[config.mk]
export PLATFORM = sky130hd
export DESIGN_NAME = rasterTiming
export DESIGN_NICKNAME = d
export VERILOG_FILES = /design/src/rtl/videoPkg.sv /design/src/rtl/rasterTiming.sv
export SDC_FILE = /design/constraint.sdc
export NUM_CORES = 1
export LEC_CHECK = 0
export ABC_CLOCK_PERIOD_IN_PS = 6490
export BUFFER_PORTS_ARGS = -buffer_cell sky130_fd_sc_hd__buf_4
export CAP_MARGIN = 30
export CORE_MARGIN = 3
export CORE_UTILIZATION = 43
export DETAILED_ROUTE_END_ITERATION = 10
export PLACE_DENSITY_LB_ADDON = 0.2
export SETUP_SLACK_MARGIN = 0.1
export SYNTH_ARGS = -nofsm -noshare
export SYNTH_HDL_FRONTEND = slang
export SYNTH_SLANG_ARGS = --single-unit
[constraint.sdc]
create_clock -name clk -period 6.49 [get_ports clk]
set_input_delay 0 -clock clk [delete_from_list [all_inputs] [get_ports clk]]
set_output_delay 0 -clock clk [all_outputs]
set_load 0.005 [all_outputs]
[src/rtl/videoPkg.sv]
package videoPkg;

	typedef logic [9:0]  coord_t;
	typedef logic [11:0] memAddr_t;
	typedef logic [15:0] memWord_t;
	typedef logic [23:0] rgb_t;
	typedef logic [3:0]  digit_t;

	// 640x480 raster, counted in pixel periods
	localparam int H_ACTIVE = 640;
	localparam int H_FRONT  = 16;
	localparam int H_SYNC   = 96;
	localparam int H_BACK   = 48;
	localparam int H_TOTAL  = H_ACTIVE + H_FRONT + H_SYNC + H_BACK;
	localparam int H_SYNC_START = H_ACTIVE + H_FRONT;
	localparam int H_SYNC_END   = H_SYNC_START + H_SYNC;

	localparam int V_ACTIVE = 480;
	localparam int V_FRONT  = 10;
	localparam int V_SYNC   = 2;
	localparam int V_BACK   = 33;
	localparam int V_TOTAL  = V_ACTIVE + V_FRONT + V_SYNC + V_BACK;
	localparam int V_SYNC_START = V_ACTIVE + V_FRONT;
	localparam int V_SYNC_END   = V_SYNC_START + V_SYNC;

	// glyph format, five 3-bit pixels per word, bit 15 spare
	localparam int PIXELS_PER_WORD = 5;
	localparam int GLYPH_WIDTH     = 40;
	localparam int GLYPH_HEIGHT    = 40;
	localparam int WORDS_PER_ROW   = 8;
	localparam int WORDS_PER_GLYPH = 320;

	typedef struct packed {
		coord_t hCount;
		coord_t vCount;
		logic   bright;
		logic   hSync; // active low
		logic   vSync; // active low
		logic   pixelEn;
	} rasterPos_t;

	typedef struct packed {
		logic     wrEn;
		memAddr_t addr;
		memWord_t data;
	} hostWrite_t;

	typedef struct packed {
		logic pixelValid;
		logic bright;
		logic hSync;
		logic vSync;
		rgb_t rgb;
	} videoOut_t;

	typedef enum logic [2:0] {
		IDLE,
		FETCH_HUN,
		FETCH_TEN,
		FETCH_ONE,
		WAIT_DIGIT,
		ACTIVE
	} rendState_t;

endpackage

[src/rtl/rasterTiming.sv]
module rasterTiming import videoPkg::*; #(
	parameter int PIXEL_DIV = 4
) (
	input  logic       clk,
	input  logic       reset,
	output rasterPos_t raster
);

	localparam int DIV_W = $clog2(PIXEL_DIV);

	logic [DIV_W-1:0] divCount;
	logic             divWrap;
	coord_t           nextH;
	coord_t           nextV;

	assign divWrap = (divCount == DIV_W'(PIXEL_DIV - 1));

	// position after the current pixel
	always_comb begin
		nextH = raster.hCount + 1'b1;
		nextV = raster.vCount;
		if (raster.hCount == coord_t'(H_TOTAL - 1)) begin
			nextH = '0;
			if (raster.vCount == coord_t'(V_TOTAL - 1))
				nextV = '0;
			else
				nextV = raster.vCount + 1'b1;
		end
	end

	// syncs and bright are decoded from nextH/nextV so they stay aligned with the counters
	always_ff @(posedge clk) begin
		if (!reset) begin
			divCount <= '0;
			raster.pixelEn <= 1'b0;
			raster.hCount <= '0;
			raster.vCount <= '0;
			raster.bright <= 1'b1; // (0,0) is visible
			raster.hSync <= 1'b1;
			raster.vSync <= 1'b1;
		end else begin
			if (divWrap)
				divCount <= '0;
			else
				divCount <= divCount + 1'b1;
			raster.pixelEn <= divWrap;

			if (raster.pixelEn) begin
				raster.hCount <= nextH;
				raster.vCount <= nextV;
				raster.bright <= (nextH < coord_t'(H_ACTIVE)) && (nextV < coord_t'(V_ACTIVE));
				raster.hSync <= !((nextH >= coord_t'(H_SYNC_START)) &&
					(nextH < coord_t'(H_SYNC_END)));
				raster.vSync <= !((nextV >= coord_t'(V_SYNC_START)) &&
					(nextV < coord_t'(V_SYNC_END)));
			end
		end
	end

endmodule

==> metrics.md <==
| Metric | Value |
|---|---|
| Comb power frac | `3.3%` |
| Syn-to-layout area delta | `15.5%` |
| Post-synthesis cell area | `0.00159 mm^2` |
| Die H | `66.7 um` |
| MaxCap Viol Count | `0` |
| Worst Hold Class | `register to register` |
| Distinct cells, synth | `49` |
| Status | `finished clean` |
| Grt total ovfl | `0` |
| Clock root buffer | `clkbuf_8` |
| Reg2reg start | `raster[14]` |
| Critical path type | `register to register` |
| Tmin final | `~2.7 ns` |
| GP Congestion | `0.858` |
| Antenna diode count | `0` |
| DP Area | `0.00177 mm^2` |
| H-tree depth | `1` |
| Sequential-to-total area share from yosys stat | `32.8%` |
| Drt drc | `0` |
| TritonCTS clock tree | `done` |
| 1st-pass router iterations | `4` |
| Total Nets Final | `223` |
| Final Hold Fails | `0` |
| Most frequent cell after synthesis | `dfxtp_1` |
| Worst clock skew | `approximately 0.006 ns` |
| Detail Placement HPWL | `2.57 mm` |
| # port buffers | `25` |
| Deepest clock path buffer count | `2` |
| Yosys warning count | `0` |
| Clock transition at path regs | `0.09 ns` |
| Ports | `26` |
| Final ANT Viol Nets | `0` |
| Die W | `66.7 um` |
| Clk pwr share | `37.6%` |
| Seq pwr share | `approximately three fifths` |
| Capture point of the worst reg-to-reg path | `raster[3]` |
| Setup crit end | `raster[3]` |
| WP data arrival | `2.86 ns` |
| WL/cell | `about 14 um` |
| Core Rows | `21` |
| Worst slew pin tran | `1.10 ns` |
| Top post-synthesis cells by count | `dfxtp_1, nor2_1, a21oi_1` |
| EDFF count, synth | `0` |
| Core area | `about 0.0034 mm^2` |
| Worst-skew pair later-pin latency | `0.27 ns` |
| Post-Syn Area per Cell | `7.89 um^2` |
| Fillers | `347` |
| Vias per inst | `5.85` |
| Vias in the first global route | `1385` |
| Slew headroom | `26.0%` |
| Yosys top cell area share | `32.8%` |
| Maximum vdd drop | `about 0.09 mV` |
| Synth Flop Type | `dfxtp_1` |
| Sw Pwr | `57.9 uW` |
| Worst R2R Setup Slack | `3.78 ns` |
| Area contributors post-synth | `dfxtp_1, nor2_1, a21oi_1` |
| Antenna violations before repair | `0` |
| Internal power | `around 220 uW` |
| Largest area contributor in the netlist | `dfxtp_1` |
| Final period utilization | `41.7%` |
| Largest net degree at the start of global routing | `25` |
| RSZ-0062 raised after global routing | `no` |
| Critical path peak fanout | `13` |
| Highest Clock Rate | `0.369 GHz` |
| Final instance area | `0.00183 mm^2` |
| Setup violations, final | `0` |
| CP Data Required Time | `6.65 ns` |
| CTS Sinks | `26` |
| Switching part of the total | `20.8%` |
| WHS | `0.442 ns` |
| Critical Path Source | `raster[14]` |
| Flops & latches, synth | `26` |
| Asr flop ratio synth | `0%` |
| Type of origin of the critical path | `register` |
| Initial DRC count | `206` |
| Final WL | `3.63 mm` |
| Hold Startpoint | `divCount[0]` |
| Post-synth net total | `207` |
| CP Capture Type | `register` |
| Total number of vias | `1532` |
| Slew Limit Fails | `0` |
| Power per standard cell area | `152 mW/mm^2` |
| Effective utilization at floorplan | `between 40 and 50%` |
| Num CTS Buffers | `3` |
| Leak | `0.000672 uW` |
| R2R depth | `6` |
| Global-route wire length before repair | `6.11 mm` |
| Setup TNS Final | `0 ns` |
| Die ar. | `0.00445 mm^2` |
| Post-Syn Instances | `about 200` |
| Fraction of layout cells with a size suffix above 1 | `17.1%` |
| GRT Resource Usage Total | `between 15 and 20%` |
-- worst max-delay path, stage by stage, from the launching register on --
cell      delay, ns
dfxtp_1        0.45
ha_1           0.34
nand4b_4       0.17
nor4_2         0.92
a21oi_1        0.14
a41o_1         0.27
a311o_1        0.31
-- worst min-delay path by stage --
| stage | to | cells after the start |
|---|---|---|
| after floorplan | raster[2] | 1 |
| after CTS | divCount[0] | 1 |
| after global routing | divCount[0] | 1 |
| after detailed placement | raster[2] | 2 |
| after global placement | raster[2] | 2 |
| final | divCount[0] | 1 |
-- power groups by stage --
stage / combinational, uW / sequential (uW) / clock (uW)
2_1_floorplan: 6.72 / 167 / 0
3_3_place_gp: 8.54 / 168 / 0
3_5_place_dp: 9.08 / 168 / 0
4_1_cts: 9.52 / 164 / 110
5_1_grt: 10.8 / 165 / 114
6_report: 9.30 / 164 / 105
-- layout by cell type (no fill, tap or decap), types with 4 or more instances in the layout --
cell type	Yosys	routed
dfxtp_1	26	26
inv_1	6	6
nand4_1	7	7
ha_1	4	4
nand2_1	14	14
clkbuf_8	0	4
nor2_1	22	22
buf_4	0	25
xor2_1	6	6
nand3_1	9	9
o21ai_0	12	12
nand2b_1	5	5
nor3_1	8	8
a21oi_1	15	15
and3_1	6	6
-- registers in the layout, summed over array words and instances, names as in the netlist --
name,cells
raster,24
divCount,2
-- area by class of cell --
class                      count  area [um^2]  share of cell area, %
clock buffer                   4         55.1                   3.00
timing repair buffer          26          198                   10.8
inverter                       6         22.5                   1.23
multi-input combinational    154          980                   53.4
sequential                    26          520                   28.4
tap                           46         57.6                   3.14
-- layer usage --
metal  wire length (um)  track usage (%)  share of wire (%)  up-vias
met5                  0                0                  0        -
met4                 25             4.31               0.69        0
li1                   -                -                  -      768
met3                218             1.52                6.0        4
met2               1650             26.4                 45       55
met1               1740             25.8                 48      705
-- metrics by stage --
stage / total power [uW] / worst slack (ns) / instances / utilization, %
after floorplan: 173 / 4.33 / 201 / -
after global placement: 176 / 3.97 / 257 / 51.4
after detailed placement: 177 / 3.83 / 257 / 51.4
after CTS: 283 / 3.82 / 262 / 53.3
after global routing: 289 / 3.65 / 262 / 53.3
final: 278 / 3.78 / 262 / 53.3
-- cell families (layout without fill, tap and decap cells) --
| logic type | Yosys count | after routing | share of synthesized area (%) |
|---|---|---|---|
| fa+ha+maj | 4 | 4 | 3.15 |
| flops | 26 | 26 | 32.8 |
| simple gates | 94 | 94 | 34.5 |
| mux | 3 | 3 | 1.89 |
| xor+xnor | 9 | 9 | 4.97 |
| buf+inv | 21 | 36 | 5.44 |
| compound gates | 44 | 44 | 17.2 |
-- timing repair --
action	in CTS	in global routing
hold endpoints to repair	2	0
buffers inserted	0	0
gates resized for setup	0	0
hold buffers	1	0
Power figures use the tool's default switching activity.
