==> config.mk <==
export PLATFORM = sky130hd
export DESIGN_NAME = digitRenderer
export DESIGN_NICKNAME = d
export VERILOG_FILES = /design/src/rtl/videoPkg.sv /design/src/rtl/digitRenderer.sv
export SDC_FILE = /design/constraint.sdc
export NUM_CORES = 1
export LEC_CHECK = 0
export BUFFER_PORTS_ARGS = -buffer_cell sky130_fd_sc_hd__buf_2
export CORE_MARGIN = 4
export CORE_UTILIZATION = 57
export DETAILED_ROUTE_END_ITERATION = 10
export GPL_TIMING_DRIVEN = 0
export PLACE_DENSITY = 0.86
export SYNTH_ARGS = -nofsm -noshare
export SYNTH_HDL_FRONTEND = slang
export SYNTH_SLANG_ARGS = --single-unit
==> constraint.sdc <==
create_clock -name clk -period 14.9 [get_ports clk]
set_clock_uncertainty 0.15 [all_clocks]
set_input_delay 2.98 -clock clk [delete_from_list [all_inputs] [get_ports clk]]
set_output_delay 2.98 -clock clk [all_outputs]
set_load 0.02 [all_outputs]
==> src/rtl/videoPkg.sv <==
package videoPkg;

	typedef logic [9:0]  coord_t;
	typedef logic [11:0] memAddr_t;
	typedef logic [15:0] memWord_t;
	typedef logic [23:0] rgb_t;
	typedef logic [3:0]  digit_t;

	// 640x480 raster, counted in pixel periods
	localparam int H_ACTIVE = 640;
	localparam int H_FRONT  = 16;
	localparam int H_SYNC   = 96;
	localparam int H_BACK   = 48;
	localparam int H_TOTAL  = H_ACTIVE + H_FRONT + H_SYNC + H_BACK;
	localparam int H_SYNC_START = H_ACTIVE + H_FRONT;
	localparam int H_SYNC_END   = H_SYNC_START + H_SYNC;

	localparam int V_ACTIVE = 480;
	localparam int V_FRONT  = 10;
	localparam int V_SYNC   = 2;
	localparam int V_BACK   = 33;
	localparam int V_TOTAL  = V_ACTIVE + V_FRONT + V_SYNC + V_BACK;
	localparam int V_SYNC_START = V_ACTIVE + V_FRONT;
	localparam int V_SYNC_END   = V_SYNC_START + V_SYNC;

	// glyph format, five 3-bit pixels per word, bit 15 spare
	localparam int PIXELS_PER_WORD = 5;
	localparam int GLYPH_WIDTH     = 40;
	localparam int GLYPH_HEIGHT    = 40;
	localparam int WORDS_PER_ROW   = 8;
	localparam int WORDS_PER_GLYPH = 320;

	typedef struct packed {
		coord_t hCount;
		coord_t vCount;
		logic   bright;
		logic   hSync; // active low
		logic   vSync; // active low
		logic   pixelEn;
	} rasterPos_t;

	typedef struct packed {
		logic     wrEn;
		memAddr_t addr;
		memWord_t data;
	} hostWrite_t;

	typedef struct packed {
		logic pixelValid;
		logic bright;
		logic hSync;
		logic vSync;
		rgb_t rgb;
	} videoOut_t;

	typedef enum logic [2:0] {
		IDLE,
		FETCH_HUN,
		FETCH_TEN,
		FETCH_ONE,
		WAIT_DIGIT,
		ACTIVE
	} rendState_t;

endpackage

==> src/rtl/digitRenderer.sv <==
module digitRenderer import videoPkg::*; #(
	parameter memAddr_t countBase = 12'd0,
	parameter memAddr_t glyphBase = 12'd16,
	parameter coord_t   glyphTop  = 10'd200,
	parameter coord_t   hunLeft   = 10'd240,
	parameter coord_t   tenLeft   = 10'd300,
	parameter coord_t   oneLeft   = 10'd360,
	parameter rgb_t     bgColor   = 24'h202040
) (
	input  logic       clk,
	input  logic       reset,
	input  rasterPos_t raster,
	output memAddr_t   rdAddr,
	input  memWord_t   rdData,
	output videoOut_t  video
);

	localparam coord_t BOX_LEFT [3] = '{hunLeft, tenLeft, oneLeft};

	rendState_t state;
	rendState_t nextState;
	digit_t     digits [3]; // hundreds, tens, ones
	logic       prevVSync;
	logic       vSyncFall;

	// glyph lookup for the current raster position
	logic       inBox;
	coord_t     row;
	coord_t     boxCol;
	digit_t     boxDigit;
	logic [2:0] pixIdx;
	memAddr_t   glyphAddr;

	// first pipeline stage, address is in the memory
	logic       valid1;
	logic       bright1;
	logic       hSync1;
	logic       vSync1;
	logic       inBox1;
	logic [2:0] pixIdx1;

	logic [2:0] pix;
	rgb_t       rgbNext;

	assign vSyncFall = prevVSync && !raster.vSync;

	always_comb begin
		nextState = state;
		case (state)
			IDLE: if (vSyncFall) nextState = FETCH_HUN;
			FETCH_HUN: nextState = FETCH_TEN;
			FETCH_TEN: nextState = FETCH_ONE;
			FETCH_ONE: nextState = WAIT_DIGIT;
			WAIT_DIGIT: nextState = ACTIVE;
			ACTIVE: if (vSyncFall) nextState = FETCH_HUN;
			default: nextState = IDLE;
		endcase
	end

	// each digit lands one clock after its address
	always_ff @(posedge clk) begin
		if (!reset) begin
			state <= IDLE;
			prevVSync <= 1'b1;
			digits <= '{default: '0};
		end else begin
			state <= nextState;
			prevVSync <= raster.vSync;
			case (state)
				FETCH_TEN: digits[0] <= rdData[3:0];
				FETCH_ONE: digits[1] <= rdData[3:0];
				WAIT_DIGIT: digits[2] <= rdData[3:0];
				default: ;
			endcase
		end
	end

	always_comb begin
		inBox = 1'b0;
		boxCol = '0;
		boxDigit = '0;
		row = raster.vCount - glyphTop;
		if (raster.vCount >= glyphTop && row < coord_t'(GLYPH_HEIGHT)) begin
			for (int i = 0; i < 3; i++) begin
				if (!inBox && raster.hCount >= BOX_LEFT[i] &&
						raster.hCount - BOX_LEFT[i] < coord_t'(GLYPH_WIDTH)) begin
					inBox = 1'b1;
					boxCol = raster.hCount - BOX_LEFT[i];
					boxDigit = digits[i];
				end
			end
		end
		pixIdx = 3'(boxCol % PIXELS_PER_WORD);
		glyphAddr = memAddr_t'(glyphBase + boxDigit * WORDS_PER_GLYPH +
			row * WORDS_PER_ROW + boxCol / PIXELS_PER_WORD);
	end

	always_comb begin
		case (state)
			FETCH_HUN: rdAddr = countBase;
			FETCH_TEN: rdAddr = memAddr_t'(countBase + 1);
			FETCH_ONE: rdAddr = memAddr_t'(countBase + 2);
			default: rdAddr = glyphAddr;
		endcase
	end

	always_ff @(posedge clk) begin
		inBox1 <= inBox && (state == ACTIVE);
		pixIdx1 <= pixIdx;
	end

	always_comb begin
		pix = rdData[3 * pixIdx1 +: 3];
		if (!bright1)
			rgbNext = '0;
		else if (inBox1)
			rgbNext = {{8{pix[2]}}, {8{pix[1]}}, {8{pix[0]}}};
		else
			rgbNext = bgColor;
	end

	// two register stages, every video field trails the raster by two clocks
	always_ff @(posedge clk) begin
		if (!reset) begin
			valid1 <= 1'b0;
			bright1 <= 1'b0;
			hSync1 <= 1'b1;
			vSync1 <= 1'b1;
			video.pixelValid <= 1'b0;
			video.bright <= 1'b0;
			video.hSync <= 1'b1;
			video.vSync <= 1'b1;
			video.rgb <= '0;
		end else begin
			valid1 <= raster.pixelEn && (state == ACTIVE);
			bright1 <= raster.bright;
			hSync1 <= raster.hSync;
			vSync1 <= raster.vSync;
			// a pixel caught by the digit fetch is dropped
			video.pixelValid <= valid1 && (nextState == ACTIVE);
			video.bright <= bright1;
			video.hSync <= hSync1;
			video.vSync <= vSync1;
			video.rgb <= rgbNext;
		end
	end

endmodule

==> metrics.txt <==
Tmin final 10840 ps; Max IR drop VDD 73.5 uV; Slew Limit Fails 0; CP Capture Type output port; mapped cell area 0.00295 sq mm; area post-placement 0.00344 sq mm; worst reg2reg path depth 5; grt peak-use layer met2; GRT Overall Usage 21.8%; met3 Usage GRT 4.40%; commonest non-fill, non-tap cell in the layout buf_2; largest net degree at the start of global routing 11; Max-cap violations 0; most frequently used flop master after synthesis dfxtp_1; sequential fraction of the synthesis area 22.4%; die height 79.9 um; vias in the first global route 2616; slew margin rel. 54.8%; vias per cell 5.35; PD cells 72.6 mW/mm^2; Die W 79.9 um; endpoints failing setup 0; Synth-to-Final Area Change 20.4%; met1 Track Usage GR 26.2%; status finished, final reports clean; Post-synth ARST share 0%; worst r2r dst digits[9]$_SDFFE_PN0P_; Hold Path End video[25]$_SDFF_PN1_; DP HPWL 5.66 mm; Worst EP arrival 7710 ps; Netlist cell types 59; Port Buf Inserts 79; Post-Route WL 6.95 mm; critical path required time 11770 ps; CTS Buf Count 5; Starting Density 60.4%; hold buffer count at cts 0; startpoint types input port; met2 usage 40.1%; Clock Latency Late Sink 280 ps; Mapped Avg Cell Area 8.12 sq um; GPL Wtd Cong 0.863; first-pass GRT wire length 11.4 mm; ANT nets after route 0; cell count after synthesis 363; PostCTS Resize Cnt 0; fin nets 524; Power Total 258 uW; # clock sinks 33; TNS Setup 0 ps; commonest cells after routing, fill and taps aside 82 x buf_2, 33 x dfxtp_1, 31 x nor2_1; WS Path Type input port to output port; Crit Reg-Reg Startpoint state[1]$_SDFF_PN0_; wire length per cell 13.4 um; FMAX 92.3 MHz; layout cells sized above 1 26.1%; Root Driver clkbuf_8; Post-CTS Setup Inserts 0; Hold Path Origin hSync1$_SDFF_PN1_; Pleak 0.00166 uW; DRC 0; fin crit share 72.7%; post-layout instance area 0.00355 sq mm; DR pass1 iterations 7; Seq cells post-synth 33; Core ar. 0.00488 sq mm; number of synthesized flops with an enable pin 0; crit path launch raster[18]; H-tree depth 2; Yosys Warn Count 0; worst-case clock buffer depth 2; clock slew at the register clock pins of the worst setup and hold paths 60 ps; TritonCTS clock tree done; Vias 2778; RSZ-0062 raised after global routing false; Final Hold Viols 0; FF-to-FF setup slack 13010 ps; Worst-Margin Slew 672 ps; diode count 0; DR iter-0 viols 101; Placement Rows 25; worst hold stages 1; CP Max Fanout 7; number of top-level pins 82; Hold Crit Class flip-flop to flip-flop; initial antenna violation count 0; DIE AREA 0.00639 sq mm; grt total ovfl 0
critical path, cell delays in order:
cell and delay (ps):
buf_2 140, inv_2 90, ha_1 200, a21oi_1 270
o21bai_1 110, xnor2_1 400, o21ai_2 180, or2_1 270
a221oi_4 350, and2_1 250, nand2_1 80, o211ai_1 90
o21ai_0 170, ha_1 240, a31oi_1 250, nor2_1 110
o2bb2ai_1 130, nor3_1 220, xnor2_1 160, ha_1 230
nor2b_1 140, o221ai_2 230, a2bb2oi_1 220, buf_2 190
per-layer routing:
| layer | vias to the layer above | share of wire [%] |
|---|---|---|
| met2 | 106 | 51 |
| met3 | 4 | 7.0 |
| li1 | 1412 | - |
| met1 | 1256 | 41 |
| met4 | 0 | 0.52 |
| met5 | - | 0 |
worst max path at each step:
| stage | to |
|---|---|
| floorplan | rdAddr[0] |
| global placement | rdAddr[0] |
| detailed placement | rdAddr[0] |
| CTS | rdAddr[0] |
| global route | rdAddr[0] |
| finish | rdAddr[0] |
flip-flops by register name, summed over array words and instances (netlist names):
signal	flops
video	10
inBox1	1
hSync1	1
valid1	1
vSync1	1
bright1	1
digits	12
pixIdx1	3
state	3
cells by family after synthesis:
family,Yosys count,share of synthesized area [%]
simple gates,126,21.8
compound gates,78,19.3
xor+xnor,22,6.53
mux,16,5.85
other cells,2,0.255
buf+inv,55,9.67
fa+ha+maj,31,14.2
flops,33,22.4
per-stage QoR:
stage	std cells	hold WS [ps]	utilization, %	setup slack [ps]
floorplan	365	236	-	4770
global placement	511	239	70.4	4220
detailed placement	511	242	70.4	4100
CTS	519	258	72.8	4060
global route	519	276	72.8	3640
finish	519	256	72.8	4060
layout make-up:
type                       count  area [sq um]
buffer                        31           195
clock buffer                   7          86.3
clock inverter                 1          30.0
fill                         385          1330
inverter                      24          90.1
multi-input combinational    277          2010
sequential                    33           661
tap                           67          83.8
timing repair buffer          79           395
cell usage after synthesis (all sizes together), types with 9 or more instances:
cell type	number	share of area, %
nor2	32	4.3
o21ai	14	2.5
dfxtp	33	22
clkbuf	9	1.1
inv	24	3.1
buf	22	5.5
a21oi	17	2.9
nand2b	9	1.9
nor2b	18	3.8
mux2i	15	5.1
nor3	13	2.2
nand2	29	3.7
xnor2	17	5.0
ha	27	11
power breakdown:
group | switching (uW) | total (uW) | internal, uW
combinational | 45.7 | 77.2 | 31.5
sequential | 2.55 | 94.4 | 91.8
clock | 31.7 | 86.2 | 54.5
No activity file was read; power rests on OpenSTA's default activity.
